File: src/hub_pkg.sv
/* Memory hub shared definitions */

package hub_pkg;

    // Word store geometry
    localparam int MEM_AW    = 12;              // 4096 words of 16 bits
    localparam int MEM_WORDS = 1 << MEM_AW;

    // Cycles from request seen to ack in the store
    localparam int MEM_LAT = 3;

    // Download header layout
    localparam int HDR_LEN     = 32;            // Header bytes before the payload
    localparam int GAME_ID_POS = 'h18;          // Game identifier byte

    // Word offsets of each client region
    localparam int SND_BASE  = 0;
    localparam int MAIN_BASE = 1024;
    localparam int GFX_BASE  = 2048;

    // Arbiter requesters, lower index wins
    localparam int NREQ     = 4;
    localparam int REQ_LD   = 0;
    localparam int REQ_GFX  = 1;
    localparam int REQ_MAIN = 2;
    localparam int REQ_SND  = 3;

    // Store data word
    typedef logic [15:0] mem_word_t;

endpackage

File: src/rom_loader.sv
/* Download stream to word writes */

module rom_loader import hub_pkg::*; (
    input  logic              clk,
    input  logic              reset,

    // Download stream
    input  logic              downloading,
    input  logic [15:0]       ioctl_addr,
    input  logic [7:0]        ioctl_data,
    input  logic              ioctl_wr,
    output logic [7:0]        game_id,
    output logic              dwnld_busy,

    // Arbiter side
    output logic              req,
    output logic [MEM_AW-1:0] req_addr,
    output logic              req_we,
    output mem_word_t         req_wdata,
    output logic [1:0]        req_wmask,
    input  logic              ack
);

    logic        header;
    logic        take;
    logic [15:0] pay_off;
    logic [7:0]  hi_byte;

    assign take    = downloading && ioctl_wr;
    assign header  = ioctl_addr < 16'(HDR_LEN);
    assign pay_off = ioctl_addr - 16'(HDR_LEN);   // Byte offset inside the payload

    // Loader only writes full words
    assign req_we    = 1'b1;
    assign req_wmask = 2'b11;

    always_ff @(posedge clk) begin
        if (take && header && ioctl_addr == 16'(GAME_ID_POS))
            game_id <= ioctl_data;
    end

    // Even byte is the high half
    always_ff @(posedge clk) begin
        if (take && !header) begin
            if (!pay_off[0]) begin
                hi_byte <= ioctl_data;
            end else begin
                req_wdata <= {hi_byte, ioctl_data};
                req_addr  <= pay_off[MEM_AW:1];
            end
        end
    end

    always_ff @(posedge clk) begin
        if (reset) begin
            req        <= 1'b0;
            dwnld_busy <= 1'b0;
        end else if (take && !header && pay_off[0] && !dwnld_busy) begin
            req        <= 1'b1;
            dwnld_busy <= 1'b1;
        end else if (req && ack) begin
            req <= 1'b0;
        end else if (dwnld_busy && !req && !ack) begin
            dwnld_busy <= 1'b0;                  // Handshake closed
        end
    end

endmodule

File: config.mk
export PLATFORM = sky130hd
export DESIGN_NAME = rom_loader
export DESIGN_NICKNAME = d
export VERILOG_FILES = /design/src/hub_pkg.sv /design/src/rom_loader.sv
export SDC_FILE = /design/constraint.sdc
export NUM_CORES = 1
export LEC_CHECK = 0
export BUFFER_PORTS_ARGS = -buffer_cell sky130_fd_sc_hd__buf_2
export CAP_MARGIN = 20
export CELL_PAD_IN_SITES_DETAIL_PLACEMENT = 1
export CELL_PAD_IN_SITES_GLOBAL_PLACEMENT = 1
export CORE_MARGIN = 5
export CORE_UTILIZATION = 33
export DETAILED_ROUTE_END_ITERATION = 8
export PLACE_DENSITY_LB_ADDON = 0.2
export REMOVE_ABC_BUFFERS = 1
export SETUP_SLACK_MARGIN = 0.05
export SYNTH_ARGS = -nofsm -noshare
export SYNTH_HDL_FRONTEND = slang
export SYNTH_SLANG_ARGS = --single-unit
export TNS_END_PERCENT = 20
File: constraint.sdc
create_clock -name clk -period 2.2 [get_ports clk]
set_clock_uncertainty 0.1 [all_clocks]
set_input_delay 0.22 -clock clk [delete_from_list [all_inputs] [get_ports clk]]
set_output_delay 0.22 -clock clk [all_outputs]
set_load 0.005 [all_outputs]
### Word level (Yosys, flattened, before mapping)

Index checks and enable logic that the tools add are counted.

| word-level totals | value |
|---|---|
| memories | 0 |
| word-level logic and storage cells | 34 |
| latch bits | 0 |
| memory bits (read-only) | 0 |
| register bits | 46 |
| output and inout port bits | 41 |
| memory bits (writable) | 0 |

| cells by class | value |
|---|---|
| shift operators | 0 |
| $add $sub $neg | 1 |
| equality and inequality tests | 2 |
| bitwise gates (word level) | 1 |
| divide/modulo/power cells | 0 |
| multipliers | 0 |
| mux-type cells | 5 |
| magnitude comparators | 1 |
| reduce and logical (&&, ||, !) cells | 18 |

Operators with widths:

| cell | number |
|---|---|
| $eq 16x5->1 const B | 1 |
| $lt 16x6->1 const B | 1 |
| $sub 13x6->13 const B | 1 |
| $logic_and 1x1->1 | 9 |
| $reduce_and 2->1 | 3 |
| $mux 1 | 5 |
| $logic_not 1->1 | 4 |
| $reduce_bool 2->1 | 2 |
| $ne 2x2->1 const B | 1 |
| $not 1->1 | 1 |

### Longest topological paths before layout

| depth | value |
|---|---|
| depth after elaboration | 7 |
| depth in mapped cells | 4 |
| depth with buffers taken out | 4 |

### Worst setup path after synthesis

OpenSTA, ideal clock, no wires.

| timing path | value |
|---|---|
| path type | input -> register |
| from | input ioctl_addr[15] |
| to | register req_addr[0] (enable) |
| required time | 1,687 ps |
| library setup time | 413 ps |
| path slack | -13 ps |
| path buffers | 0 |
| cell stages on the path | 3 |
| arrival | 1,700 ps |
| cell sequence | or4_1 > o311ai_4 > nor2_1 |

| between the ends | value |
|---|---|
| word-level cells in the longest chain between the ends | 4 |

RTL lines:

| element | line | RTL |
|---|---|---|
| start: declaration | rom_loader.sv:9 | `input logic [15:0] ioctl_addr,` |
| $lt 16x6->1 | rom_loader.sv:30 | `assign header = ioctl_addr < 16'(HDR_LEN);` |
| $logic_not 1->1 | rom_loader.sv:44 | `if (take && !header) begin` |
| $logic_and 1x1->1 | rom_loader.sv:44 |  |
| $reduce_and 2->1 (no line) | -- |  |
| end signal: assignment | rom_loader.sv:49 | `req_addr <= pay_off[MEM_AW:1];` |
| end: declaration | rom_loader.sv:17 | `output logic [MEM_AW-1:0] req_addr,` |

Every way passes these cells.
A chain may end at the register's enable or synchronous reset.

### Final worst setup path

| timing path | value |
|---|---|
| from | input ioctl_addr[8] |
| to | register game_id[1] (enable) |

| between the ends | value |
|---|---|
| word-level cells in the longest chain between the ends | 3 |
| elaborated cells on any way between the ends | 4 |

RTL lines:

| element | line | RTL |
|---|---|---|
| $lt 16x6->1 | rom_loader.sv:30 |  |
| $logic_and 1x1->1 | rom_loader.sv:38 | `if (take && header && ioctl_addr == 16'(GAME_ID_POS))` |
| $logic_and 1x1->1 (*) | rom_loader.sv:38 |  |
| end signal: assignment | rom_loader.sv:39 | `game_id <= ioctl_data;` |
| end: declaration | rom_loader.sv:12 | `output logic [7:0] game_id,` |

Mark *: on every way between the ends. The rest lies on a longest branch, timed or not.

==> impl_metrics.py <==
metrics = {
    "outcome": {
        "status": "finished, final reports clean",
    },
    "floorplan": {
        "top_level_ports": 70,
        "die_w_um": 80.0,
        "die_h_um": 80.0,
        "initial_core_util": 0.340,
        "rows": 25,
        "coreArea_um2": 4750,
        "dieArea_um2": 6400,
    },
    "timing": {
        "whs_ps": 24.6,
        "max_freq_ghz": 0.605,
        "fin_crit_ps": 1650,
        "tightest_slew_ps": 738,
        "grt_setup_unrepaired": "no",
        "max-slew-margin-rel": 0.506,
        "period_share": 0.752,
        "setup_tns_ps": 0,
        "hold_viol": 0,
        "maxSlewViolCount": 0,
        "setup_violations": 0,
    },
    "finish": {
        "nets": 189,
        "drive_gt1_frac": 0.500,
        "fin_util": 0.446,
        "antennaDiodeCount": 0,
        "nFillCells": 518,
        "fin_cells": 227,
        "area_delta_synth_final_pct": 31.3,
    },
    "pwr": {
        "irDropWorstVdd_mv": 0.272,
        "leakage_nw": 0.846,
        "power.density_nw_per_um2": 738,
    },
    "critical_path": {
        "required_ps": 2100,
        "path_class": "in -> reg",
        "startpoint_type": "primary input",
        "cpPeakStageDelay_ps": 570,
        "reg2reg_depth": 2,
        "rr_startpoint": "dwnld_busy",
        "cp.buffers_inverters": 2,
        "r2r-end": "req",
        "cp_max_fo": 8,
        "cp_top_family": "simple AND/OR/NAND/NOR gates",
        "cp_data_arrival_time_ps": 1550,
        "cp-end-kind": "flop",
        "worstPathCellList": "buf_2, or4_4, or2_4, nor3_2, buf_4",
        "slowest_stage": "or4_4",
        "r2r_slack_ps": 1180,
    },
    "placed_design": {
        "hpwlAfterDp_um": 2700,
        "dp_cells": 219,
        "io_buffer_count": 66,
        "gp_congestion": 0.723,
    },
    "global_route": {
        "grt_use_total": 0.109,
        "grt_max_degree": 19,
        "grt_pass1_wl_um": 5080,
        "grt_pass1_vias": 1031,
        "antenna_found_initial": 0,
        "overflow": 0,
    },
    "detailed_routing": {
        "dr.pass1.iters": 4,
        "drc": 0,
        "totalWireLength_um": 3330,
        "drtIter0Drc": 30,
        "post_drt_wl_per_cell_um": 14.7,
        "ant_nets": 0,
        "viasPerCell": 4.24,
        "vias": 962,
    },
    "logic_synthesis": {
        "synth_edf_count": 44,
        "yosysSeqAreaShare": 0.842,
        "synthCells": 84,
        "synthFlopType": "edfxtp_1",
        "synth_area_um2": 1620,
        "synth.area.top_cells": "edfxtp_1 82%, dfxtp_1 2.5%, o311ai_4 1.6%",
        "synth.top_cells.by_count": "44 x edfxtp_1, 6 x nor2_1, 5 x inv_1",
        "yosysMostFrequentCell": "edfxtp_1",
        "synthArstFlopShare": 0,
        "yosysWarnings": 0,
        "synth_cell_types": 21,
        "synth_top_area_cell": "edfxtp_1",
        "synth_top_area_share": 0.817,
        "ys_ff_latch": 46,
        "syn_avg_cell_area_um2": 19.2,
    },
    "cts": {
        "cts-htree-levels": 2,
        "clkSinkCount": 46,
        "clockBufferDepth": 2,
        "post_cts_resized": 0,
        "postCtsSetupBuffers": 0,
        "clk_latency_ps": 280,
        "holdBufCountCts": 0,
        "cts_tree": "done",
        "clkTransAtPathRegs_ps": 80,
        "cts-root-buf": "clkbuf_8",
        "cts_buffers": 5,
    },
    "min_path": {
        "worst_hold_path_type": "in -> reg",
        "hold_end": "req_addr[0]",
        "hold_start": "ioctl_addr[1]",
        "worstHoldPathCells": 1,
    },
    "job": {
        "max_cap_viol_count": 0,
    },
}
report_power, final:
group	leakage (nW)	switching [mW]	total (mW)	internal (mW)
clock	0.0426	0.253	0.471	0.218
combinational	0.384	0.0536	0.0976	0.0440
sequential	0.419	0.00723	0.998	0.991
total	0.846	0.313	1.57	1.25
area by class of cell:
class | instances | area, µm² | area share
clock buffer | 6 | 72.6 | 0.0342
multi-input combinational | 32 | 224 | 0.106
timing repair buffer | 69 | 353 | 0.166
sequential | 46 | 1360 | 0.642
inverter | 5 | 18.8 | 0.00884
clock inverter | 2 | 8.76 | 0.00413
tap | 67 | 83.8 | 0.0395
sequential cells by signal, indices dropped and copies added (netlist names):
register	cells
dwnld_busy	1
req_addr	12
req	1
hi_byte	8
game_id	8
req_wdata	16
through the flow:
| step | worst slack (ps) | power (mW) | area (µm²) |
|---|---|---|---|
| 4_1_cts | 547 | 1.59 | 2120 |
| 3_3_place_gp | 252 | 1.11 | 2040 |
| 3_5_place_dp | 232 | 1.12 | 2040 |
| 6_report | 546 | 1.57 | 2120 |
| 5_1_grt | 507 | 1.64 | 2120 |
| 2_1_floorplan | -12.6 | 1.05 | 1600 |
cells by family (layout without fill, tap and decap cells):
family                   Yosys count  after routing  synth area share
AO/OA/AOI/OAI                      5              5            0.0317
XOR/XNOR                           5              5            0.0271
adder cells (fa/ha/maj)            1              1           0.00774
buffers and inverters              8             82            0.0255
flip-flops                        46             46             0.842
other                              1              3           0.00232
AND/OR/NAND/NOR                   18             18            0.0635
worst max path at each step:
stage / startpoint / end / slack (ps) / cells after the start
2_1_floorplan: ioctl_addr[15] / req_addr[0] / -10 / 3
3_3_place_gp: ioctl_addr[8] / game_id[2] / 250 / 5
3_5_place_dp: ioctl_addr[8] / game_id[2] / 230 / 5
4_1_cts: ioctl_addr[8] / game_id[1] / 550 / 5
5_1_grt: ioctl_addr[8] / game_id[0] / 510 / 5
6_report: ioctl_addr[8] / game_id[1] / 550 / 5
per-layer routing:
layer,share of wire,vias up,track usage,wire length [µm]
met1,0.40,446,0.116,1320
li1,-,462,-,-
met5,0,-,0,0
met2,0.47,50,0.177,1570
met3,0.12,4,0.0553,386
met4,0.016,0,0.0507,54
cells in the final DEF (no fill, tap or decap):
cell type  netlist  routed
buf_2            0      66
edfxtp_1        44      44
inv_1            5       5
nor2_1           6       5
clkbuf_8         0       5
xnor2_1          3       3
nand2_1          3       3
conb_1           1       3
buf_4            3       3
or3_1            2       2
xor2_1           2       2
or4_1            2       2
o21ai_1          2       2
dfxtp_1          2       2
or4_4            1       1
or2_4            1       1
nand3_1          1       1
nand4_1          1       1
nor3_2           1       1
o31ai_1          1       1
o311ai_4         1       1
nor2_2           0       1
o211ai_1         1       1
ha_1             1       1
clkinv_1         0       1
clkbuf_1         0       1
clkinv_2         0       1
worst register-to-register path, delay by kind of cell, from the launching register on:
kind	cells	cell delay [ps]
AND/OR/NAND/NOR	1	400
flip-flops	1	330
AO/OA/AOI/OAI	1	130
Note: power is estimated with default switching activity, not from simulation.
