===== config.mk =====
export PLATFORM = sky130hd
export DESIGN_NAME = mem_slot
export DESIGN_NICKNAME = d
export VERILOG_FILES = /design/src/hub_pkg.sv /design/src/mem_slot.sv
export SDC_FILE = /design/constraint.sdc
export NUM_CORES = 1
export LEC_CHECK = 0
export BUFFER_PORTS_ARGS = -buffer_cell sky130_fd_sc_hd__buf_2
export CAP_MARGIN = 5
export CORE_UTILIZATION = 46
export DETAILED_ROUTE_END_ITERATION = 7
export PLACE_DENSITY_LB_ADDON = 0.1
export SYNTH_ARGS = -nofsm -noshare
export SYNTH_HDL_FRONTEND = slang
export SYNTH_SLANG_ARGS = --single-unit

===== constraint.sdc =====
create_clock -name clk -period 3.15 [get_ports clk]
set_clock_uncertainty 0.2 [all_clocks]
set_input_delay 0 -clock clk [delete_from_list [all_inputs] [get_ports clk]]
set_output_delay 0 -clock clk [all_outputs]
set_load 0.02 [all_outputs]

===== src/hub_pkg.sv =====
/* Memory hub shared definitions */

package hub_pkg;

    // Word store geometry
    localparam int MEM_AW    = 12;              // 4096 words of 16 bits
    localparam int MEM_WORDS = 1 << MEM_AW;

    // Cycles from request seen to ack in the store
    localparam int MEM_LAT = 3;

    // Download header layout
    localparam int HDR_LEN     = 32;            // Header bytes before the payload
    localparam int GAME_ID_POS = 'h18;          // Game identifier byte

    // Word offsets of each client region
    localparam int SND_BASE  = 0;
    localparam int MAIN_BASE = 1024;
    localparam int GFX_BASE  = 2048;

    // Arbiter requesters, lower index wins
    localparam int NREQ     = 4;
    localparam int REQ_LD   = 0;
    localparam int REQ_GFX  = 1;
    localparam int REQ_MAIN = 2;
    localparam int REQ_SND  = 3;

    // Store data word
    typedef logic [15:0] mem_word_t;

endpackage


===== src/mem_slot.sv =====
/* Client slot with one-word cache */

module mem_slot import hub_pkg::*; #(
    parameter type payload_t = logic [15:0],
    parameter int  BASE      = 0
) (
    input  logic              clk,
    input  logic              reset,

    // Client side
    input  logic              cs,
    input  logic [MEM_AW:0]   addr,       // In payload units
    output payload_t          data,
    output logic              ok,
    input  logic              we,
    input  payload_t          din,
    input  logic [1:0]        dsn,        // Active low byte mask

    // Arbiter side
    output logic              req,
    output logic [MEM_AW-1:0] req_addr,
    output logic              req_we,
    output mem_word_t         req_wdata,
    output logic [1:0]        req_wmask,
    input  logic              ack,
    input  mem_word_t         rdata
);

    localparam int PW = $bits(payload_t);
    localparam logic [MEM_AW-1:0] BASE_W = MEM_AW'(BASE);

    typedef enum logic [1:0] {S_IDLE, S_REQ, S_DROP} state_t;

    state_t            state;
    logic              valid;
    logic              phase;      // Second half of a 32-bit fill
    logic              wr_hold;    // Write done, wait for cs to drop
    logic              hit;
    logic [MEM_AW:0]   cache_addr;
    logic [MEM_AW:0]   addr_l;
    payload_t          cache_data;
    mem_word_t         low_word;
    logic [MEM_AW-1:0] word_addr;
    logic [31:0]       fill;

    assign hit  = valid && addr == cache_addr;
    assign data = cache_data;

    // Client address to store word
    always_comb begin
        if (PW == 8)
            word_addr = BASE_W + addr[MEM_AW:1];
        else if (PW == 16)
            word_addr = BASE_W + addr[MEM_AW-1:0];
        else
            word_addr = BASE_W + {addr[MEM_AW-2:0], 1'b0};
    end

    // Payload assembly from the returned word
    always_comb begin
        if (PW == 32)
            fill = {rdata, low_word};               // Lower address in the low half
        else if (PW == 16)
            fill = {16'h0, rdata};
        else
            fill = {24'h0, addr_l[0] ? rdata[7:0] : rdata[15:8]};
    end

    always_ff @(posedge clk) begin
        if (reset) begin
            state   <= S_IDLE;
            req     <= 1'b0;
            ok      <= 1'b0;
            valid   <= 1'b0;
            phase   <= 1'b0;
            wr_hold <= 1'b0;
        end else begin
            ok <= cs && !we && hit;
            if (!cs) wr_hold <= 1'b0;
            case (state)
                S_IDLE: begin
                    if (cs && we && !wr_hold) begin
                        req   <= 1'b1;
                        valid <= 1'b0;              // Written word may be cached
                        state <= S_REQ;
                    end else if (cs && !we && !hit) begin
                        req   <= 1'b1;
                        state <= S_REQ;
                    end
                end
                S_REQ: begin
                    if (ack) begin
                        req   <= 1'b0;
                        state <= S_DROP;
                        if (req_we) begin
                            ok      <= 1'b1;       // One cycle write done pulse
                            wr_hold <= 1'b1;
                        end else if (PW == 32 && !phase) begin
                            phase <= 1'b1;
                        end else begin
                            valid <= 1'b1;
                            phase <= 1'b0;
                        end
                    end
                end
                default: begin
                    if (!ack) state <= phase ? S_REQ : S_IDLE;
                    if (!ack && phase) req <= 1'b1; // Fetch the high half
                end
            endcase
        end
    end

    always_ff @(posedge clk) begin
        if (state == S_IDLE) begin
            req_addr  <= word_addr;
            addr_l    <= addr;
            req_we    <= we;
            req_wdata <= mem_word_t'(din);
            req_wmask <= ~dsn;
        end else if (state == S_DROP && !ack && phase) begin
            req_addr <= req_addr + 1'b1;
        end
        if (state == S_REQ && ack && !req_we) begin
            if (PW == 32 && !phase) begin
                low_word <= rdata;
            end else begin
                cache_data <= payload_t'(fill[PW-1:0]);
                cache_addr <= addr_l;
            end
        end
    end

    a_addr_stable: assert property (@(posedge clk) disable iff (reset)
        req && !ack |=> $stable(req_addr));

endmodule


# Word level (Yosys, flattened, before mapping)
# Cells that the tools add are included.
# Widths: inputs -> output; s select.
# totals
regBits	79
inputBits	52
output_inout_bits	49
wordCells	59
# classes
n_eq_ne	7
mux	21
n_bitwise	1
reduce_logical	18
# op_table
op	count
$eq 13x13->1	1
$mux 1	13
$mux 12	1
$logic_and 1x1->1	8
$mux 2	4
$ne 2x2->1 const B	3
$reduce_and 3->1	2
$logic_not 1->1	4
$pmux 1 s2	2
$pmux 2 s2	1
$reduce_and 4->1	1
$ne 3x1->1 const B	1
$ne 3x3->1 const B	1
$reduce_bool 3->1	1
$eq 2x1->1 const B	1
$logic_not 2->1	1
$not 2->2	1
$reduce_bool 2->1	1

# Longest topological paths before layout
# Gate-level depths: netlist of the first run.
# logic_depth
depth_word	7
depth_mapped	4
mapped_depth_nobuf	4

# Worst setup path after synthesis of the first run
# No wires, ideal clock.
# synth_path
kind	reg-to-reg
start	register state[0]
end	register req
setup_time_ps	58
arrival_ps	2261
required_time_ps	2892
slack_ps	631
stages_incl_launch_ff	5
path_buffers	0
period_less_slack_ps	2519
cell_sequence	dfxtp_1 nor2_1 nand3_1 a41o_1 nand2_1
# synth_between
elab_chain_len	3
word_cells_on_any_way	7
cone_classes	3 x eq/ne; 1 x mux; 3 x reduce/logical
# synth_rtl
element	line	source
start, declared	mem_slot.sv:34	state_t state;
start signal, assigned	mem_slot.sv:107	if (!ack) state <= phase ? S_REQ : S_IDLE;
$eq 2x1->1 or $logic_not 2->1 (tied branches)	mem_slot.sv:80	case (state)
$ne 2x2->1 (no source line) (tied with other cells)	-	
$reduce_and 3->1 (no source line)	-	
end signal, assigned	mem_slot.sv:83	req <= 1'b1;
end signal, assigned	mem_slot.sv:87	req <= 1'b1;
end signal, assigned	mem_slot.sv:93	req <= 1'b0;
end, declared	mem_slot.sv:20	output logic req,
# Parallel ways exist; a longest one is shown, timed or not.
# A chain may end at the register's enable or synchronous reset.

# Final worst setup path of the first run
# layout_path
start	register state[0]
end	register valid
# layout_between
elab_chain_len	3
word_cells_on_any_way	8
cone_classes	4 x eq/ne; 1 x mux; 3 x reduce/logical
# layout_rtl
element	line	source
$eq 2x1->1 or $logic_not 2->1 (tied branches)	mem_slot.sv:80	
$ne 2x2->1 (no source line) or $reduce_bool 2->1 (tied branches)	-	
$reduce_and 4->1 (no source line)	-	
end signal, assigned	mem_slot.sv:74	valid <= 1'b0;
end signal, assigned	mem_slot.sv:84	valid <= 1'b0;
end signal, assigned	mem_slot.sv:101	valid <= 1'b1;
end, declared	mem_slot.sv:35	logic valid;
# Parallel ways exist; a longest one is shown, timed or not.

==> results of run 1 <==
## routing by layer
layer  vias up  GRT usage  routed length (um)
li1        744          -                   -
met4         0     0.0919                  40
met2        81      0.302                2350
met1       715      0.228                1950
met5         -          0                   0
met3         5     0.0713                 431
## registers in the layout (all words and copies together) (netlist names), 2 cells and up
| register | flops |
|---|---|
| cache_addr | 13 |
| addr_l | 2 |
| req_addr | 11 |
| req_wmask | 2 |
| data | 16 |
| req_wdata | 16 |
| state | 2 |
## per-stage QoR
stage | utilization | power [W] | hold WS (ns) | instances
after floorplan | - | 0.00122 | -0.131 | 120
after global placement | 0.592 | 0.00128 | -0.0231 | 276
after detailed placement | 0.592 | 0.00129 | -0.0219 | 276
after CTS | 0.734 | 0.00191 | 0.165 | 345
after global routing | 0.734 | 0.00196 | 0.178 | 345
final | 0.734 | 0.00188 | 0.182 | 345
## worst max-delay path, cell delays in order (launching register included)
cell	delay, ns
dfxtp_1	0.36
nor2_4	0.76
nand4b_1	0.17
a21oi_1	0.19
nor2_1	0.05
dlygate4sd3_1	0.55
## logic make-up after synthesis
| family | share of synthesized area |
|---|---|
| flip-flops | 0.835 |
| buffers and inverters | 0.0417 |
| AO/OA/AOI/OAI | 0.0128 |
| AND/OR/NAND/NOR | 0.0583 |
| XOR/XNOR | 0.0524 |
## Yosys cell counts
master	n	area share
nand4b_1	2	0.0075
nand2b_1	1	0.0027
nor4_2	3	0.016
buf_4	12	0.039
inv_1	2	0.0032
xor2_1	13	0.049
nor2_1	4	0.0064
xnor2_1	1	0.0037
nand2_1	3	0.0048
dfxtp_1	6	0.051
edfxtp_1	61	0.78
nand3_1	1	0.0021
a41o_1	1	0.0043
nor3b_1	2	0.0064
a21oi_1	4	0.0086
nand4_1	1	0.0027
nand3b_1	3	0.0096
## cell type report
| cell class | count | area, sq um | area share |
|---|---|---|---|
| timing repair buffer | 154 | 1040 | 0.294 |
| tap | 67 | 83.8 | 0.0237 |
| clock inverter | 4 | 17.5 | 0.00496 |
| sequential | 67 | 1950 | 0.552 |
| clock buffer | 12 | 135 | 0.0382 |
| multi-input combinational | 39 | 299 | 0.0846 |
| inverter | 2 | 7.51 | 0.00212 |
## where the power goes
group          switching [W]  internal, W
Clock               0.000278     0.000278
Sequential         0.0000243      0.00105
Combinational       0.000143     0.000111
Total               0.000446      0.00144
## how the worst max path moves through the flow
| stage | from | slack [ns] | end |
|---|---|---|---|
| floorplan | state[0]$_SDFFE_PP0P_ | 0.63 | req$_SDFFE_PP0P_ |
| global placement | state[0]$_SDFFE_PP0P_ | 1.40 | req$_SDFFE_PP0P_ |
| detailed placement | state[0]$_SDFFE_PP0P_ | 1.29 | req$_SDFFE_PP0P_ |
| CTS | state[0]$_SDFFE_PP0P_ | 0.74 | valid$_SDFFE_PP0P_ |
| global route | state[0]$_SDFFE_PP0P_ | 0.59 | valid$_SDFFE_PP0P_ |
| finish | state[0]$_SDFFE_PP0P_ | 0.75 | valid$_SDFFE_PP0P_ |
==> flow_metrics.env, run 1 <==
export IMPL_place_gp_congestion=0.693
export IMPL_min_from="din[5]"
export IMPL_hold_path_class="input pin to register"
export IMPL_rrSetupSlack_ns=0.75
export IMPL_drc=0
export IMPL_die_w_um=73.3
export IMPL_grt_usage=0.190
export IMPL_drive_gt1_frac=0.421
export IMPL_numCtsBuffers=9
export IMPL_synth_fp_nets=172
export IMPL_hold_end="req_wdata[5]$_DFFE_PP_"
export IMPL_peakVddDrop_v=0.000371
export IMPL_io_buffers=100
export IMPL_grt_pass1_wl_um=7160
export IMPL_yosys_register_bits=67
export IMPL_ys_warn_count=0
export IMPL_crit_arrival_ns=2.41
export IMPL_syn_inst=120
export IMPL_dieArea_sq_um=5370
export IMPL_worst_pin_slew_ns=0.949
export IMPL_layout_nets=325
export IMPL_wl_um=4770
export IMPL_rows=25
export IMPL_postCtsSetupBuffers=0
export IMPL_rsz0062_at_grt="false"
export IMPL_setup_slack_ns=0.749
export IMPL_reg2reg_depth=5
export IMPL_ctsRootBufferMaster="clkbuf_8"
export IMPL_dr_pass1_iters=4
export IMPL_p_leak_nw=1.46
export IMPL_powerDensity_nw_per_um2=533
export IMPL_netlist_area_sq_um=2340
export IMPL_layout_commonest_cell="buf_2"
export IMPL_ioPinCount=101
export IMPL_setup_viol=0
export IMPL_end_kind="register"
export IMPL_antenna_cells=0
export IMPL_grt_max_degree=36
export IMPL_setup_tns_ns=0
export IMPL_wl_per_cell_um=13.8
export IMPL_criticalPathCategory="register to register"
export IMPL_clkSlewWorstSetupHoldPaths_ns=0.07
export IMPL_cts_buffer_depth=2
export IMPL_min_period_ns=2.40
export IMPL_cts_sinks=67
export IMPL_placed_cell_area_sq_um=2850
export IMPL_cts_resized=0
export IMPL_worstPathRequired_ns=3.16
export IMPL_drv_cap=0
export IMPL_pre_cts_ws_ns=1.29
export IMPL_clk_latency_ns=0.32
export IMPL_grt_overflow=0
export IMPL_status="finished clean"
export IMPL_max_freq_ghz=0.417
export IMPL_cts_tree="built"
export IMPL_dpl_hpwl_um=2680
export IMPL_period_share=0.762
export IMPL_dieHeight_um=73.3
export IMPL_layout_common_cells="buf_2, edfxtp_1, dlygate4sd3_1"
export IMPL_cts_hold_buf=53
export IMPL_relSlewSlack=0.366
export IMPL_hold_depth=2
export IMPL_crit_fanout=35
export IMPL_antenna_found_initial=0
export IMPL_dr_first_iter_drc_count=57
export IMPL_grt_pass1_vias=1555
export IMPL_num_vias=1545
export IMPL_synth_area_per_cell_sq_um=19.5
export IMPL_worstReg2RegEnd="valid$_SDFFE_PP0P_"
export IMPL_area_growth_pct=51.1
export IMPL_via_per_inst=4.48
export IMPL_yosysUniqueCellTypes=17
export IMPL_htreeDepth=3
export IMPL_finalInstanceArea_sq_um=3530
export IMPL_ant_nets=0
export IMPL_coreArea_sq_um=4820
export IMPL_synth_seq_area_share=0.835
export IMPL_num_fill_cells=326
export IMPL_r2r_start="state[0]$_SDFFE_PP0P_"
export IMPL_slew_violations=0
export IMPL_initial_core_util=0.485
export IMPL_startpoint_type="register"
export IMPL_hold_viol_final=0
No activity file was read; power rests on OpenSTA's default activity.
==> run 2, diff against run 1 <==
- CORE_UTILIZATION: 46 -> 42
- clock period: 3.15 -> 2.1 ns (I/O delays scaled with it)
==> run 2 against run 1 <==
Setup slack got worse by 0.22 ns. Die area rose by 9.2%. Register-to-register slack worse by 0.22 ns. Sequential cell count unchanged. Critical endpoint is now data[12]$_DFFE_PP_. Largest cell class unchanged. Largest power group unchanged. Highest routed layer unchanged.
==> flow_metrics.env, run 2 (synthesized netlist as in run 1, its figures left out) <==
export IMPL_status="finished clean"
export IMPL_globalRouteMet1Util=0.202
export IMPL_dpl_hpwl_um=2910
export IMPL_rsz0062_at_grt="false"
export IMPL_wl_um=4840
export IMPL_antenna_found_initial=0
export IMPL_p_leak_nw=1.48
export IMPL_initial_core_util=0.446
export IMPL_grt_pass1_vias=1653
export IMPL_end_kind="register"
export IMPL_layout_nets=325
export IMPL_hold_viol_final=0
export IMPL_grt_use_met2=0.294
export IMPL_totalPowerFinal_w=0.00298
export IMPL_rows=26
export IMPL_htreeDepth=3
export IMPL_cts_buffer_depth=2
export IMPL_place_gp_congestion=0.717
export IMPL_dieHeight_um=76.6
export IMPL_powerDensity_nw_per_um2=831
export IMPL_antenna_cells=0
export IMPL_dieArea_sq_um=5870
export IMPL_coreArea_sq_um=5240
export IMPL_cts_sinks=67
export IMPL_numCtsBuffers=9
export IMPL_via_per_inst=4.51
export IMPL_num_vias=1570
export IMPL_die_w_um=76.6
export IMPL_grt_usage=0.177
export IMPL_pre_cts_ws_ns=0.530
export IMPL_grt_pass1_wl_um=7750
export IMPL_drive_gt1_frac=0.435
export IMPL_slew_violations=0
export IMPL_top_usage_layer="met2"
export IMPL_post_route_util=0.686
export IMPL_crit_fanout=26
export IMPL_clk_latency_ns=0.33
export IMPL_cts_resized=0
export IMPL_setup_tns_ns=0
export IMPL_grt_max_degree=27
export IMPL_ioPinCount=101
export IMPL_dr_pass1_iters=4
export IMPL_met3_usage=0.0599
export IMPL_grt_overflow=0
export IMPL_crit_arrival_ns=1.40
export IMPL_setup_slack_ns=0.530
export IMPL_worst_pin_slew_ns=0.512
export IMPL_drc=0
export IMPL_ctsRootBufferMaster="clkbuf_8"
export IMPL_max_freq_ghz=0.637
export IMPL_worstPathRequired_ns=1.93
export IMPL_criticalPathCategory="register to register"
export IMPL_period_share=0.747
export IMPL_cts_tree="built"
export IMPL_io_buffers=100
export IMPL_wl_per_cell_um=13.9
export IMPL_peakVddDrop_v=0.000569
export IMPL_startpoint_type="register"
export IMPL_dr_first_iter_drc_count=39
export IMPL_clkSlewWorstSetupHoldPaths_ns=0.07
export IMPL_area_growth_pct=53.6
export IMPL_layout_commonest_cell="buf_2"
export IMPL_relSlewSlack=0.658
export IMPL_drv_cap=0
export IMPL_min_period_ns=1.57
export IMPL_layout_common_cells="buf_2, edfxtp_1, dlygate4sd3_1"
export IMPL_ant_nets=0
export IMPL_hold_path_class="input pin to register"
export IMPL_setup_viol=0
==> run 2: cell types whose count changed in the layout (fill, tap and decap cells not counted), sizes merged <==
cell | before | now
clkinvlp | 0 | 1
bufinv | 0 | 1
dlygate4sd3 | 53 | 52
buf | 101 | 102
clkbuf | 12 | 10
==> run 2: layer usage <==
metal | up-vias | routed length (um)
met3 | 8 | 381
met2 | 81 | 2420
met5 | - | 0
li1 | 745 | -
met4 | 0 | 70
met1 | 736 | 1960
==> run 2: path summary, 6_finish.rpt <==
check / start / end / slack, ns / depth (start not counted)
worst min register to register: addr_l[12]$_DFFE_PP_ / cache_addr[12]$_DFFE_PP_ / 0.23 / 0
worst min-delay path: din[11] / req_wdata[11]$_DFFE_PP_ / 0.18 / 2
worst max-delay path: state[1]$_SDFFE_PP0P_ / data[12]$_DFFE_PP_ / 0.53 / 3
worst max register to register: state[1]$_SDFFE_PP0P_ / data[12]$_DFFE_PP_ / 0.53 / 3
==> run 2: repair_timing <==
item                       CTS  global route
buffers inserted             0             0
hold buffers                52             0
setup endpoints to repair    0             0
hold endpoints to repair    58             0
==> run 2: final cells by class <==
| type | instances | area [sq um] |
|---|---|---|
| clock buffer | 10 | 128 |
| clock inverter | 6 | 56.3 |
| fill | 379 | 1650 |
| inverter | 2 | 7.51 |
| multi-input combinational | 39 | 299 |
| sequential | 67 | 1950 |
| tap | 70 | 87.6 |
| timing repair buffer | 154 | 1060 |
==> run 2: report_power, final <==
part           switching [W]  internal, W
sequential         0.0000366      0.00157
clock               0.000446     0.000538
combinational       0.000218     0.000177
==> run 2: metrics by stage <==
stage / hold WS (ns) / instance area, sq um / instances
2_1_floorplan: -0.131 / 2340 / 120
3_3_place_gp: -0.0238 / 2890 / 280
3_5_place_dp: -0.0215 / 2890 / 280
4_1_cts: 0.156 / 3590 / 348
5_1_grt: 0.165 / 3590 / 348
6_report: 0.176 / 3590 / 348
==> run 2: worst max-delay path, stage by stage (launching register included) <==
cell and delay [ns]:
dfxtp_1 0.35, nand3b_1 0.21, nor2_2 0.28, buf_12 0.23
