===== src/hub_pkg.sv =====
/* Memory hub shared definitions */

package hub_pkg;

    // Word store geometry
    localparam int MEM_AW    = 12;              // 4096 words of 16 bits
    localparam int MEM_WORDS = 1 << MEM_AW;

    // Cycles from request seen to ack in the store
    localparam int MEM_LAT = 3;

    // Download header layout
    localparam int HDR_LEN     = 32;            // Header bytes before the payload
    localparam int GAME_ID_POS = 'h18;          // Game identifier byte

    // Word offsets of each client region
    localparam int SND_BASE  = 0;
    localparam int MAIN_BASE = 1024;
    localparam int GFX_BASE  = 2048;

    // Arbiter requesters, lower index wins
    localparam int NREQ     = 4;
    localparam int REQ_LD   = 0;
    localparam int REQ_GFX  = 1;
    localparam int REQ_MAIN = 2;
    localparam int REQ_SND  = 3;

    // Store data word
    typedef logic [15:0] mem_word_t;

endpackage


===== src/slot_arbiter.sv =====
/* Fixed-priority store arbiter */

module slot_arbiter import hub_pkg::*; (
    input  logic              clk,
    input  logic              reset,

    input  logic [NREQ-1:0]   req,
    output logic [NREQ-1:0]   ack,
    input  logic [MEM_AW-1:0] addr0,
    input  logic [MEM_AW-1:0] addr1,
    input  logic [MEM_AW-1:0] addr2,
    input  logic [MEM_AW-1:0] addr3,
    input  logic              we0,
    input  logic              we1,
    input  logic              we2,
    input  logic              we3,
    input  mem_word_t         wdata0,
    input  mem_word_t         wdata1,
    input  mem_word_t         wdata2,
    input  mem_word_t         wdata3,
    input  logic [1:0]        wmask0,
    input  logic [1:0]        wmask1,
    input  logic [1:0]        wmask2,
    input  logic [1:0]        wmask3,
    output mem_word_t         rdata,

    // Store side
    output logic              mem_req,
    output logic [MEM_AW-1:0] mem_addr,
    output logic              mem_we,
    output mem_word_t         mem_wdata,
    output logic [1:0]        mem_wmask,
    input  logic              mem_ack,
    input  mem_word_t         mem_rdata
);

    localparam int SW = $clog2(NREQ);

    typedef enum logic [1:0] {A_IDLE, A_MEM, A_ACK} state_t;

    state_t            state;
    logic [SW-1:0]     win, sel;
    logic [MEM_AW-1:0] c_addr;
    logic              c_we;
    mem_word_t         c_wdata;
    logic [1:0]        c_wmask;

    // Lowest active index
    always_comb begin
        win = '0;
        for (int i = NREQ - 1; i >= 0; i--)
            if (req[i]) win = SW'(i);
    end

    always_comb begin
        case (win)
            2'd0:    {c_addr, c_we, c_wdata, c_wmask} = {addr0, we0, wdata0, wmask0};
            2'd1:    {c_addr, c_we, c_wdata, c_wmask} = {addr1, we1, wdata1, wmask1};
            2'd2:    {c_addr, c_we, c_wdata, c_wmask} = {addr2, we2, wdata2, wmask2};
            default: {c_addr, c_we, c_wdata, c_wmask} = {addr3, we3, wdata3, wmask3};
        endcase
    end

    always_ff @(posedge clk) begin
        if (reset) begin
            state   <= A_IDLE;
            sel     <= '0;
            ack     <= '0;
            mem_req <= 1'b0;
        end else begin
            case (state)
                A_IDLE: if (|req && !mem_ack) begin // Store fully idle
                    sel     <= win;
                    mem_req <= 1'b1;
                    state   <= A_MEM;
                end
                A_MEM: if (mem_ack) begin
                    mem_req  <= 1'b0;
                    ack[sel] <= 1'b1;
                    state    <= A_ACK;
                end
                default: if (!req[sel]) begin
                    ack   <= '0;
                    state <= A_IDLE;
                end
            endcase
        end
    end

    // Command and read data
    always_ff @(posedge clk) begin
        if (state == A_IDLE) {mem_addr, mem_we, mem_wdata, mem_wmask} <=
            {c_addr, c_we, c_wdata, c_wmask};
        if (state == A_MEM && mem_ack) rdata <= mem_rdata;
    end

    a_one_ack: assert property (@(posedge clk) disable iff (reset) $onehot0(ack));
    a_req_hold: assert property (@(posedge clk) disable iff (reset)
        mem_req && !mem_ack |=> mem_req);

endmodule


===== config.mk =====
export PLATFORM = sky130hd
export DESIGN_NAME = slot_arbiter
export DESIGN_NICKNAME = d
export VERILOG_FILES = /design/src/hub_pkg.sv /design/src/slot_arbiter.sv
export SDC_FILE = /design/constraint.sdc
export NUM_CORES = 1
export LEC_CHECK = 0
export BUFFER_PORTS_ARGS = -buffer_cell sky130_fd_sc_hd__buf_2
export CORE_AREA = 2 2 85 87
export CTS_CLUSTER_DIAMETER = 50
export DETAILED_ROUTE_END_ITERATION = 7
export DIE_AREA = 0 0 87 89
export PLACE_DENSITY = 0.95
export SETUP_SLACK_MARGIN = 0.2
export SLEW_MARGIN = 25
export SYNTH_ARGS = -nofsm -noshare
export SYNTH_HDL_FRONTEND = slang
export SYNTH_SLANG_ARGS = --single-unit

===== constraint.sdc =====
create_clock -name clk -period 4.5 [get_ports clk]
set_clock_uncertainty 0.15 [all_clocks]
set_input_delay 0.9 -clock clk [delete_from_list [all_inputs] [get_ports clk]]
set_output_delay 0.9 -clock clk [all_outputs]
set_load 0.03 [all_outputs]

Word level (Yosys, flattened, before mapping) --
Index checks and enable logic that the tools add are counted.
Operators by class: mux-type cells 22, bitwise operators 2, eq/ne operators 7, reductions and logical operators 12, order comparisons 2
Operator list (number):
- case mux 16 bit (3 select lines) | 1
- case mux 12 bit (3 select lines) | 1
- 2-to-1 mux 2 bit | 7
- AND reduction 3 bit | 3
- 2-to-1 mux 4 bit | 2
- case mux 4 bit (2 select lines) | 1
- case mux 2 bit (3 select lines) | 1
- == test 2 x 1 -> 1 bit, second input constant | 2
- logical NOT 2 bit | 2
- 2-to-1 mux 1 bit | 4
- inequality test 2 bit, second input constant | 2
- bitwise OR 4 bit | 1
- case mux 2 bit (2 select lines) | 1
- OR reduction 4 bit | 1
- logical AND 1 bit | 3
- less-than comparator 2 x 3 -> 1 bit, second input constant | 1
- inequality test 3 x 1 -> 1 bit, second input constant | 1
- case mux 1 bit (3 select lines) | 1
- binary-select mux 1 bit (select 2 bit) | 1
- demux 1 bit (select 2 bit) | 1
- == test 2 bit, second input constant | 1
- >= comparator 2 x 1 -> 1 bit, second input constant | 1
- inequality test 2 x 1 -> 1 bit, second input constant | 1
- case mux 1 bit (2 select lines) | 1
- other kinds (4) | 4
Storage, ports and cells: bits of input ports 147, logic and storage cells 54, output and inout port bits 52, flip-flop bits (word level) 56

Depth between registers and ports, before layout --
Gate-level depths: netlist of the first run.
depth in word-level cells 7, mapped depth 7, gate-level depth less buffers 4

Worst setup path before layout of the first run --
No wires, ideal clock.
path kind input -> register, start point input port req[2], end point register mem_wdata[14] (data pin), stages 7, arrival time 1.941 ns, data required time 4.089 ns, buffers on the path 4, slack 2.148 ns, path through buf_6 > nand2b_1 > clkbuf_2 > or3_1 > buf_2 > buf_6 > a2bb2oi_1
On the way: cells in the longest elaborated chain, start to end 5
Ends and longest elaborated chain:
- start: declaration | RTL line slot_arbiter.sv:7 | input logic [NREQ-1:0] req,
- 2-to-1 mux 2 bit * (3 in a row) | RTL line slot_arbiter.sv:52 | if (req[i]) win = SW'(i);
- == test 2 bit, or another cell as far along | RTL line slot_arbiter.sv:56 | case (win)
- case mux 16 bit (3 select lines) * | RTL line slot_arbiter.sv:56
- via c_wdata[14] | RTL line slot_arbiter.sv:45 | mem_word_t c_wdata;
- end signal: assignment | RTL line slot_arbiter.sv:92 | if (state == A_IDLE) {mem_addr, mem_we, mem_wdata, mem_wmask} <=
- end: declaration | RTL line slot_arbiter.sv:31 | output mem_word_t mem_wdata,
Mark *: on every way through the listed nets, which the timed path passes. The rest lies on a longest branch. A chain may end at the register's enable or synchronous reset.

Worst setup path after layout of the first run --
start point input port req[1], end point register mem_wdata[6] (data pin)
On the way: cells in the longest elaborated chain, start to end 4
Ends and longest elaborated chain (RTL line):
- 2-to-1 mux 2 bit * (2 in a row) | slot_arbiter.sv:52
- == test 2 bit, or another cell as far along | slot_arbiter.sv:56
- case mux 16 bit (3 select lines) * | slot_arbiter.sv:56
- via c_wdata[6] | slot_arbiter.sv:45
Marks and branches as above.

==> metrics.yaml, run 1 <==
nFillCells: 572
min_path_type: "reg -> reg"
cts_made_buffers: 5
setup_tns_ps: 0
worst_ir_drop_vdd_v: 0.000169
initial_utilization_pct: 45.2
ctsHoldBuffers: 0
ys_types: 29
synth_top_area_share_pct: 46.5
syn_area_um2: 3030
dr_total_vias: 3108
critPathArrivalTime_ps: 3090
final_antenna_net_count: 0
ys.flop_type: "edfxtp_1"
pre_cts_ws_ps: 1530
drt_first_iter_violations: 150
dp_hpwl_um: 6560
clockBufferDepth: 2
area_growth_pct: 35.5
seq_area_frac_synth_pct: 52.5
grt_usage_pct: 22.7
synth-edff-count: 47
worst_pin_slew_ps: 968
crit_type: "in -> reg"
report.final.setup_viol: 0
clock-sinks: 56
use_met1_pct: 26.6
slew_headroom_pct: 35.3
clock-root-buffer: "clkbuf_8"
maxCapViolations: 0
yosysWarnings: 0
met3_usage_pct: 4.99
grt_pass1_vias: 2956
diodes: 0
finalCritPeriodShare_pct: 68.6
setup_slack_ps: 1420
ys_top_cells_by_area: "edfxtp_1, a311o_1, a2bb2oi_1, nor2b_1, dfxtp_1"
cp-start-kind: "primary input"
drive_gt1_share_pct: 45.8
leakage_nw: 1.81
die_h_um: 89
cp_max_fo: 37
hold_violations: 0
htree_num_levels: 2
yosys.area.top_type: "edfxtp_1"
via_per_inst: 5.72
cts_tree: "done"
required_ps: 4500
syn-num-nets: 431
portBuffers: 198
grt.met2_usage_pct: 40.9
stdcell_area_um2: 4110
ys_top_cells_by_count: "edfxtp_1, o21ai_0, a2bb2oi_1, nand2_1, nor2b_1"
antenna_found_initial: 1
num_rows: 30
avgSynthCellArea_um2: 10.7
synthCells: 284
ctsResizeCount: 0
finalWirelength_um: 9340
synth-seq-cells: 56
cts_setup_buffers: 0
core_um2: 6720
rsz0062_at_grt: "no"
grt_overflow: 0
ys_async_sr_fraction_pct: 0
gp_congestion: 0.779
ios: 199
drc: 0
die_x_um: 87
power.density_nw_per_um2: 312
dpl-instance-area_um2: 4010
clkLatencyLatePin_ps: 310
finalMaxSlewViolations: 0
nets: 609
fmaxAchievable_mhz: 324
wire_per_inst_um: 17.2
end_kind: "flip-flop"
synth_most_common_cell: "edfxtp_1"
min_period_ps: 3080
clk_pin_slew_ps: 110
drt_first_pass_iters: 5
dieArea_um2: 7740
post-route-util_pct: 61.2
grt.busiest_layer: "met2"
grt_max_degree: 67
grt_pass1_wl_um: 13800
holdWs_ps: 320
outcome: "finished, final reports clean"
[through the flow]
step,std cells,power (mW)
floorplan,284,0.868
global placement,535,0.992
detailed placement,535,1.00
CTS,543,1.29
global route,543,1.34
finish,543,1.28
[path summary, 6_finish.rpt]
path,from,slack [ps],to,depth (start not counted)
worst max register to register,state[1],2820,mem_wdata[0],1
worst min register to register,ack[0],320,ack[0],2
worst min-delay path,ack[0],320,ack[0],2
worst max-delay path,req[1],1420,mem_wdata[6],4
[layout make-up]
cell class              instances  area, um^2  area share (%)
inverters                       6        22.5           0.548
flip-flops and latches         56        1590            38.7
clock inverters                 3        27.5           0.670
clock buffers                   5        68.8            1.67
well taps                      80         100            2.44
multi-input cells             192        1290            31.3
repair buffers                201        1010            24.7
[power breakdown]
group / leakage (nW) / switching (mW) / internal [mW]
registers: 0.537 / 0.0169 / 0.625
clock network: 0.0463 / 0.178 / 0.115
logic: 1.23 / 0.217 / 0.131
[state kept, by name (all words and copies together) (netlist names)]
| name | flops |
|---|---|
| mem_we | 1 |
| mem_req | 1 |
| ack | 4 |
| mem_wmask | 2 |
| state | 2 |
| mem_wdata | 16 |
| mem_addr | 12 |
| rdata | 16 |
| sel | 2 |
[critical path, cell delays in order]
cell and delay [ps]:
buf_2 480, clkinv_1 950, a311o_1 560, a2bb2oi_1 170
[logic make-up (layout without fill, tap and decap cells)]
| kind of cell | Yosys count | count (layout) | synth area share, % |
|---|---|---|---|
| compound gates | 107 | 107 | 27.5 |
| mux | 2 | 2 | 0.660 |
| flops | 56 | 56 | 52.5 |
| simple gates | 83 | 83 | 13.8 |
| buf+inv | 36 | 215 | 5.61 |
[routing by layer]
metal,wire [um],part of all wire [%],up-vias
met2,4870,52,184
li1,-,-,1446
met4,156,1.7,2
met5,13,0.14,-
met3,790,8.5,18
met1,3510,38,1458
[placed cells by master (no fill, tap or decap), drive strengths merged, types with 2 or more instances in the layout]
master | netlist | routed
nand2 | 32 | 32
clkinv | 0 | 2
a311o | 31 | 31
mux2i | 2 | 2
dfxtp | 9 | 9
o21ai | 33 | 33
nor2 | 8 | 8
inv | 6 | 6
edfxtp | 47 | 47
buf | 8 | 201
nand2b | 3 | 3
a31oi | 3 | 3
a21oi | 4 | 4
or3 | 2 | 2
clkbuf | 22 | 5
a2bb2oi | 32 | 32
nor2b | 32 | 32
No activity file was read; power rests on OpenSTA's default activity.
==> run 2, diff against run 1 <==
--- a/config.mk
+++ b/config.mk
@@ -6,11 +6,11 @@
 export NUM_CORES = 1
 export LEC_CHECK = 0
 export BUFFER_PORTS_ARGS = -buffer_cell sky130_fd_sc_hd__buf_2
-export CORE_AREA = 2 2 85 87
+export CORE_AREA = 2 2 93 95
 export CTS_CLUSTER_DIAMETER = 50
 export DETAILED_ROUTE_END_ITERATION = 7
-export DIE_AREA = 0 0 87 89
-export PLACE_DENSITY = 0.95
+export DIE_AREA = 0 0 95 97
+export PLACE_DENSITY = 0.86
 export SETUP_SLACK_MARGIN = 0.2
 export SLEW_MARGIN = 25
 export SYNTH_ARGS = -nofsm -noshare
==> constraint.sdc (replaced) <==
create_clock -name clk -period 2.75 [get_ports clk]
set_clock_uncertainty 0.15 [all_clocks]
set_input_delay 0.55 -clock clk [delete_from_list [all_inputs] [get_ports clk]]
set_output_delay 0.55 -clock clk [all_outputs]
set_load 0.03 [all_outputs]
==> metrics.yaml, run 2 (synthesized netlist as in run 1, its figures left out) <==
drt_first_pass_iters: 4
pre_cts_ws_ps: 411
num_rows: 33
worst_pin_slew_ps: 804
grt_usage_pct: 19.9
p_comb_share_pct: 26.5
grt_pass1_wl_um: 14400
holdWs_ps: 265
drt_first_iter_violations: 142
internal_power_mw: 1.52
die_x_um: 95
nets: 615
fmaxAchievable_mhz: 499
regArea_um2: 1590
rsz0062_at_grt: "no"
grt_pass1_vias: 2987
ctsResizeCount: 0
clockBufferDepth: 2
finalMaxSlewViolations: 0
critPathArrivalTime_ps: 2100
finalCritPeriodShare_pct: 72.9
htree_num_levels: 2
wire_per_inst_um: 16.6
p_clk_share_pct: 25.3
report.final.setup_viol: 0
required_ps: 2840
via_per_inst: 5.42
drc: 0
drive_gt1_share_pct: 46.3
finalWirelength_um: 9540
cp-start-kind: "primary input"
final_antenna_net_count: 0
cts_setup_buffers: 0
setup_tns_ps: 0
setup_slack_ps: 746
clock-root-buffer: "clkbuf_8"
end_kind: "flip-flop"
area_growth_pct: 38.6
layout_commonest_cell: "buf_2"
die_h_um: 97
clkLatencyLatePin_ps: 300
cts_made_buffers: 5
portBuffers: 198
multiInputGateArea_um2: 1280
dr_total_vias: 3112
min_path_type: "in -> reg"
core_um2: 8130
min_period_ps: 2000
maxCapViolations: 0
stdcell_count: 574
nFillCells: 749
leakage_nw: 1.85
seq_power_share_pct: 48.2
clk_pin_slew_ps: 100
final_cell_mix: "buf_2, edfxtp_1, o21ai_0"
ios: 199
crit_type: "in -> reg"
worst_ir_drop_vdd_v: 0.000247
cp_max_fo: 21
clock-sinks: 56
hold_violations: 0
slew_headroom_pct: 45.9
outcome: "finished, final reports clean"
dp_cells: 566
gp_congestion: 0.800
p_sw_share_pct: 30.4
dieArea_um2: 9220
initial_utilization_pct: 37.3
p_switching_mw: 0.662
cts_tree: "done"
dp_hpwl_um: 7050
power.density_nw_per_um2: 519
ctsHoldBuffers: 0
grt_overflow: 0
diodes: 0
antenna_found_initial: 0
post-route-util_pct: 51.7
grt_max_degree: 34
-- run 2: changes by cell type in the layout (fill, tap and decap cells not counted), sizes merged --
cell	delta
buf	+6
clkinv	-2
bufinv	+1
inv	+1
-- run 2: final cells by class --
class,instances,share of cell area (%)
flip-flops and latches,56,37.9
clock inverters,3,1.10
clock buffers,5,1.64
multi-input cells,192,30.6
inverters,6,0.536
repair buffers,207,25.2
well taps,105,3.13
-- run 2: power by group through the flow --
stage | combinational, mW | clock (mW) | sequential, mW
after floorplan | 0.190 | 0 | 1.23
after global placement | 0.567 | 0 | 1.07
after detailed placement | 0.580 | 0 | 1.07
after CTS | 0.581 | 0.576 | 1.05
after global routing | 0.620 | 0.607 | 1.06
final | 0.577 | 0.552 | 1.05
-- run 2: through the flow --
stage / total power, mW / area, um^2
global route: 2.29 / 4200
floorplan: 1.42 / 3030
global placement: 1.63 / 4090
finish: 2.18 / 4200
CTS: 2.21 / 4200
detailed placement: 1.65 / 4090
-- run 2: worst paths after layout --
kind	from	endpoint	slack [ps]	cells after the start
min reg2reg	ack[0]	ack[0]	310	2
min	mem_rdata[13]	rdata[13]	260	1
max	req[1]	sel[1]	750	5
max reg2reg	state[1]	ack[0]	1040	4
-- run 2: per-layer routing --
layer  vias to the layer above  part of all wire, %  track usage, %
met4                         0                  1.0            6.02
met1                      1461                   38            23.1
met5                         -                    0               0
met2                       187                   50            36.0
met3                         8                   11            4.28
li1                       1456                    -               -
-- run 2: worst max-delay path, cell delays in order --
cell and delay (ps):
buf_2 230, buf_4 250, nor4_1 700, o21ai_0 200, a21oi_1 150
==> run 3, diff against run 2 <==
==> constraint.sdc (replaced) <==
create_clock -name clk -period 1.6 [get_ports clk]
set_clock_uncertainty 0.15 [all_clocks]
set_input_delay 0.32 -clock clk [delete_from_list [all_inputs] [get_ports clk]]
set_output_delay 0.32 -clock clk [all_outputs]
set_load 0.03 [all_outputs]
==> metrics.yaml, run 3 (synthesized netlist as in run 1, its figures left out) <==
die_x_um: 95
core_um2: 8130
finalWirelength_um: 9840
fmaxAchievable_mhz: 683
crit_slowest_cell: "or4_1"
grt_overflow: 0
via_per_inst: 5.31
num_rows: 33
clock-root-buffer: "clkbuf_8"
ios: 199
cts_made_buffers: 5
dp_hpwl_um: 7320
finalMaxSlewViolations: 0
clockBufferDepth: 2
htree_num_levels: 2
drive_gt1_share_pct: 49.4
holdWs_ps: 28.6
stdcell_count: 593
seq_power_share_pct: 48.7
finalCritPeriodShare_pct: 91.6
dp_cells: 578
dr_total_vias: 3150
diodes: 0
final_cell_mix: "buf_2, edfxtp_1, o21ai_0"
final_antenna_net_count: 0
area_growth_pct: 46.2
drc: 0
worst_ir_drop_vdd_v: 0.000428
grt_max_degree: 53
max_stage_delay_ps: 400
crit_family: "simple AND/OR/NAND/NOR gates"
layout_commonest_cell: "buf_2"
clock-sinks: 56
portBuffers: 198
rsz0062_at_grt: "yes"
required_ps: 1710
initial_utilization_pct: 37.3
cts_tree: "done"
gp_congestion: 0.835
power.density_nw_per_um2: 838
outcome: "finished, final reports clean"
setup_slack_ps: 135
clkLatencyLatePin_ps: 320
internal_power_mw: 2.53
cp_max_fo: 4
grt_usage_pct: 20.2
nFillCells: 704
dieArea_um2: 9220
drt_first_pass_iters: 4
critPathArrivalTime_ps: 1580
min_path_type: "in -> reg"
p_clk_share_pct: 22.4
drt_first_iter_violations: 178
report.final.setup_viol: 0
crit_buf_inv: 0
antenna_found_initial: 1
cp-start-kind: "flip-flop"
maxCapViolations: 0
slew_headroom_pct: 66.9
p_switching_mw: 1.19
pre_cts_ws_ps: -148
hold_violations: 0
worst_pin_slew_ps: 497
nets: 634
p_comb_share_pct: 28.9
die_h_um: 97
cp_cell_sequence: "or3_4 -> or4_1 -> a21oi_1"
p_sw_share_pct: 32.0
end_kind: "flip-flop"
min_period_ps: 1460
clk_pin_slew_ps: 120
leakage_nw: 1.96
crit_type: "reg -> reg"
grt_pass1_wl_um: 14800
wire_per_inst_um: 16.6
grt_pass1_vias: 3075
post-route-util_pct: 54.5
-- run 3: cell types whose count changed in the layout (fill, tap and decap cells not counted), moves of 2 or more --
cell | before | now
buf_4 | 9 | 22
buf_6 | 0 | 11
buf_2 | 198 | 190
dfxtp_1 | 9 | 7
-- run 3: worst register-to-register path: stages, from the launching register on --
cell and delay, ps:
dfxtp_4 370, or3_4 370, or4_1 400, a21oi_1 130
-- run 3: timing repair --
action                     CTS  global route
hold endpoints to repair     0             1
hold buffers                 0             1
cloned                       0             1
setup endpoints to repair   17            46
pin swaps                    2             2
buffers inserted             4             1
resized for setup            5            25
-- run 3: path summary, 6_finish.rpt --
path	slack (ps)	start	to	cells after the start
setup / recovery	140	state[1]	sel[1]	3
hold / removal	30	mem_rdata[8]	rdata[8]	1
setup reg to reg	140	state[1]	sel[1]	3
hold reg to reg	310	ack[0]	ack[0]	2
-- run 3: metal layers --
layer / global-route usage, % / routed length [um] / vias to the layer above
met1: 24.0 / 3890 / 1453
met2: 36.4 / 4920 / 192
met4: 5.57 / 93 / 0
met3: 4.28 / 938 / 9
li1: - / - / 1496
met5: 0 / 0 / -
-- run 3: final cells by class --
class / count / area (um^2) / area share [%]
repair buffers: 226 / 1280 / 28.8
flip-flops and latches: 56 / 1600 / 36.0
well taps: 105 / 131 / 2.96
inverters: 6 / 26.3 / 0.592
multi-input cells: 192 / 1310 / 29.5
clock buffers: 5 / 68.8 / 1.55
clock inverters: 3 / 27.5 / 0.621
-- run 3: through the flow --
stage / total power, mW / cell area (um^2) / TNS (ps)
4_1_cts: 3.74 / 4350 / 0
6_report: 3.71 / 4440 / 0
5_1_grt: 3.90 / 4440 / 0
2_1_floorplan: 2.45 / 3070 / -4950
3_3_place_gp: 2.84 / 4210 / -1940
3_5_place_dp: 2.87 / 4210 / -2400
-- run 3: power by group through the flow --
stage	clock, mW	combinational, mW	sequential (mW)
final	0.831	1.07	1.81
after global routing	0.922	1.15	1.82
after CTS	0.882	1.05	1.81
after detailed placement	0	1.03	1.84
after global placement	0	1.01	1.83
after floorplan	0	0.337	2.11
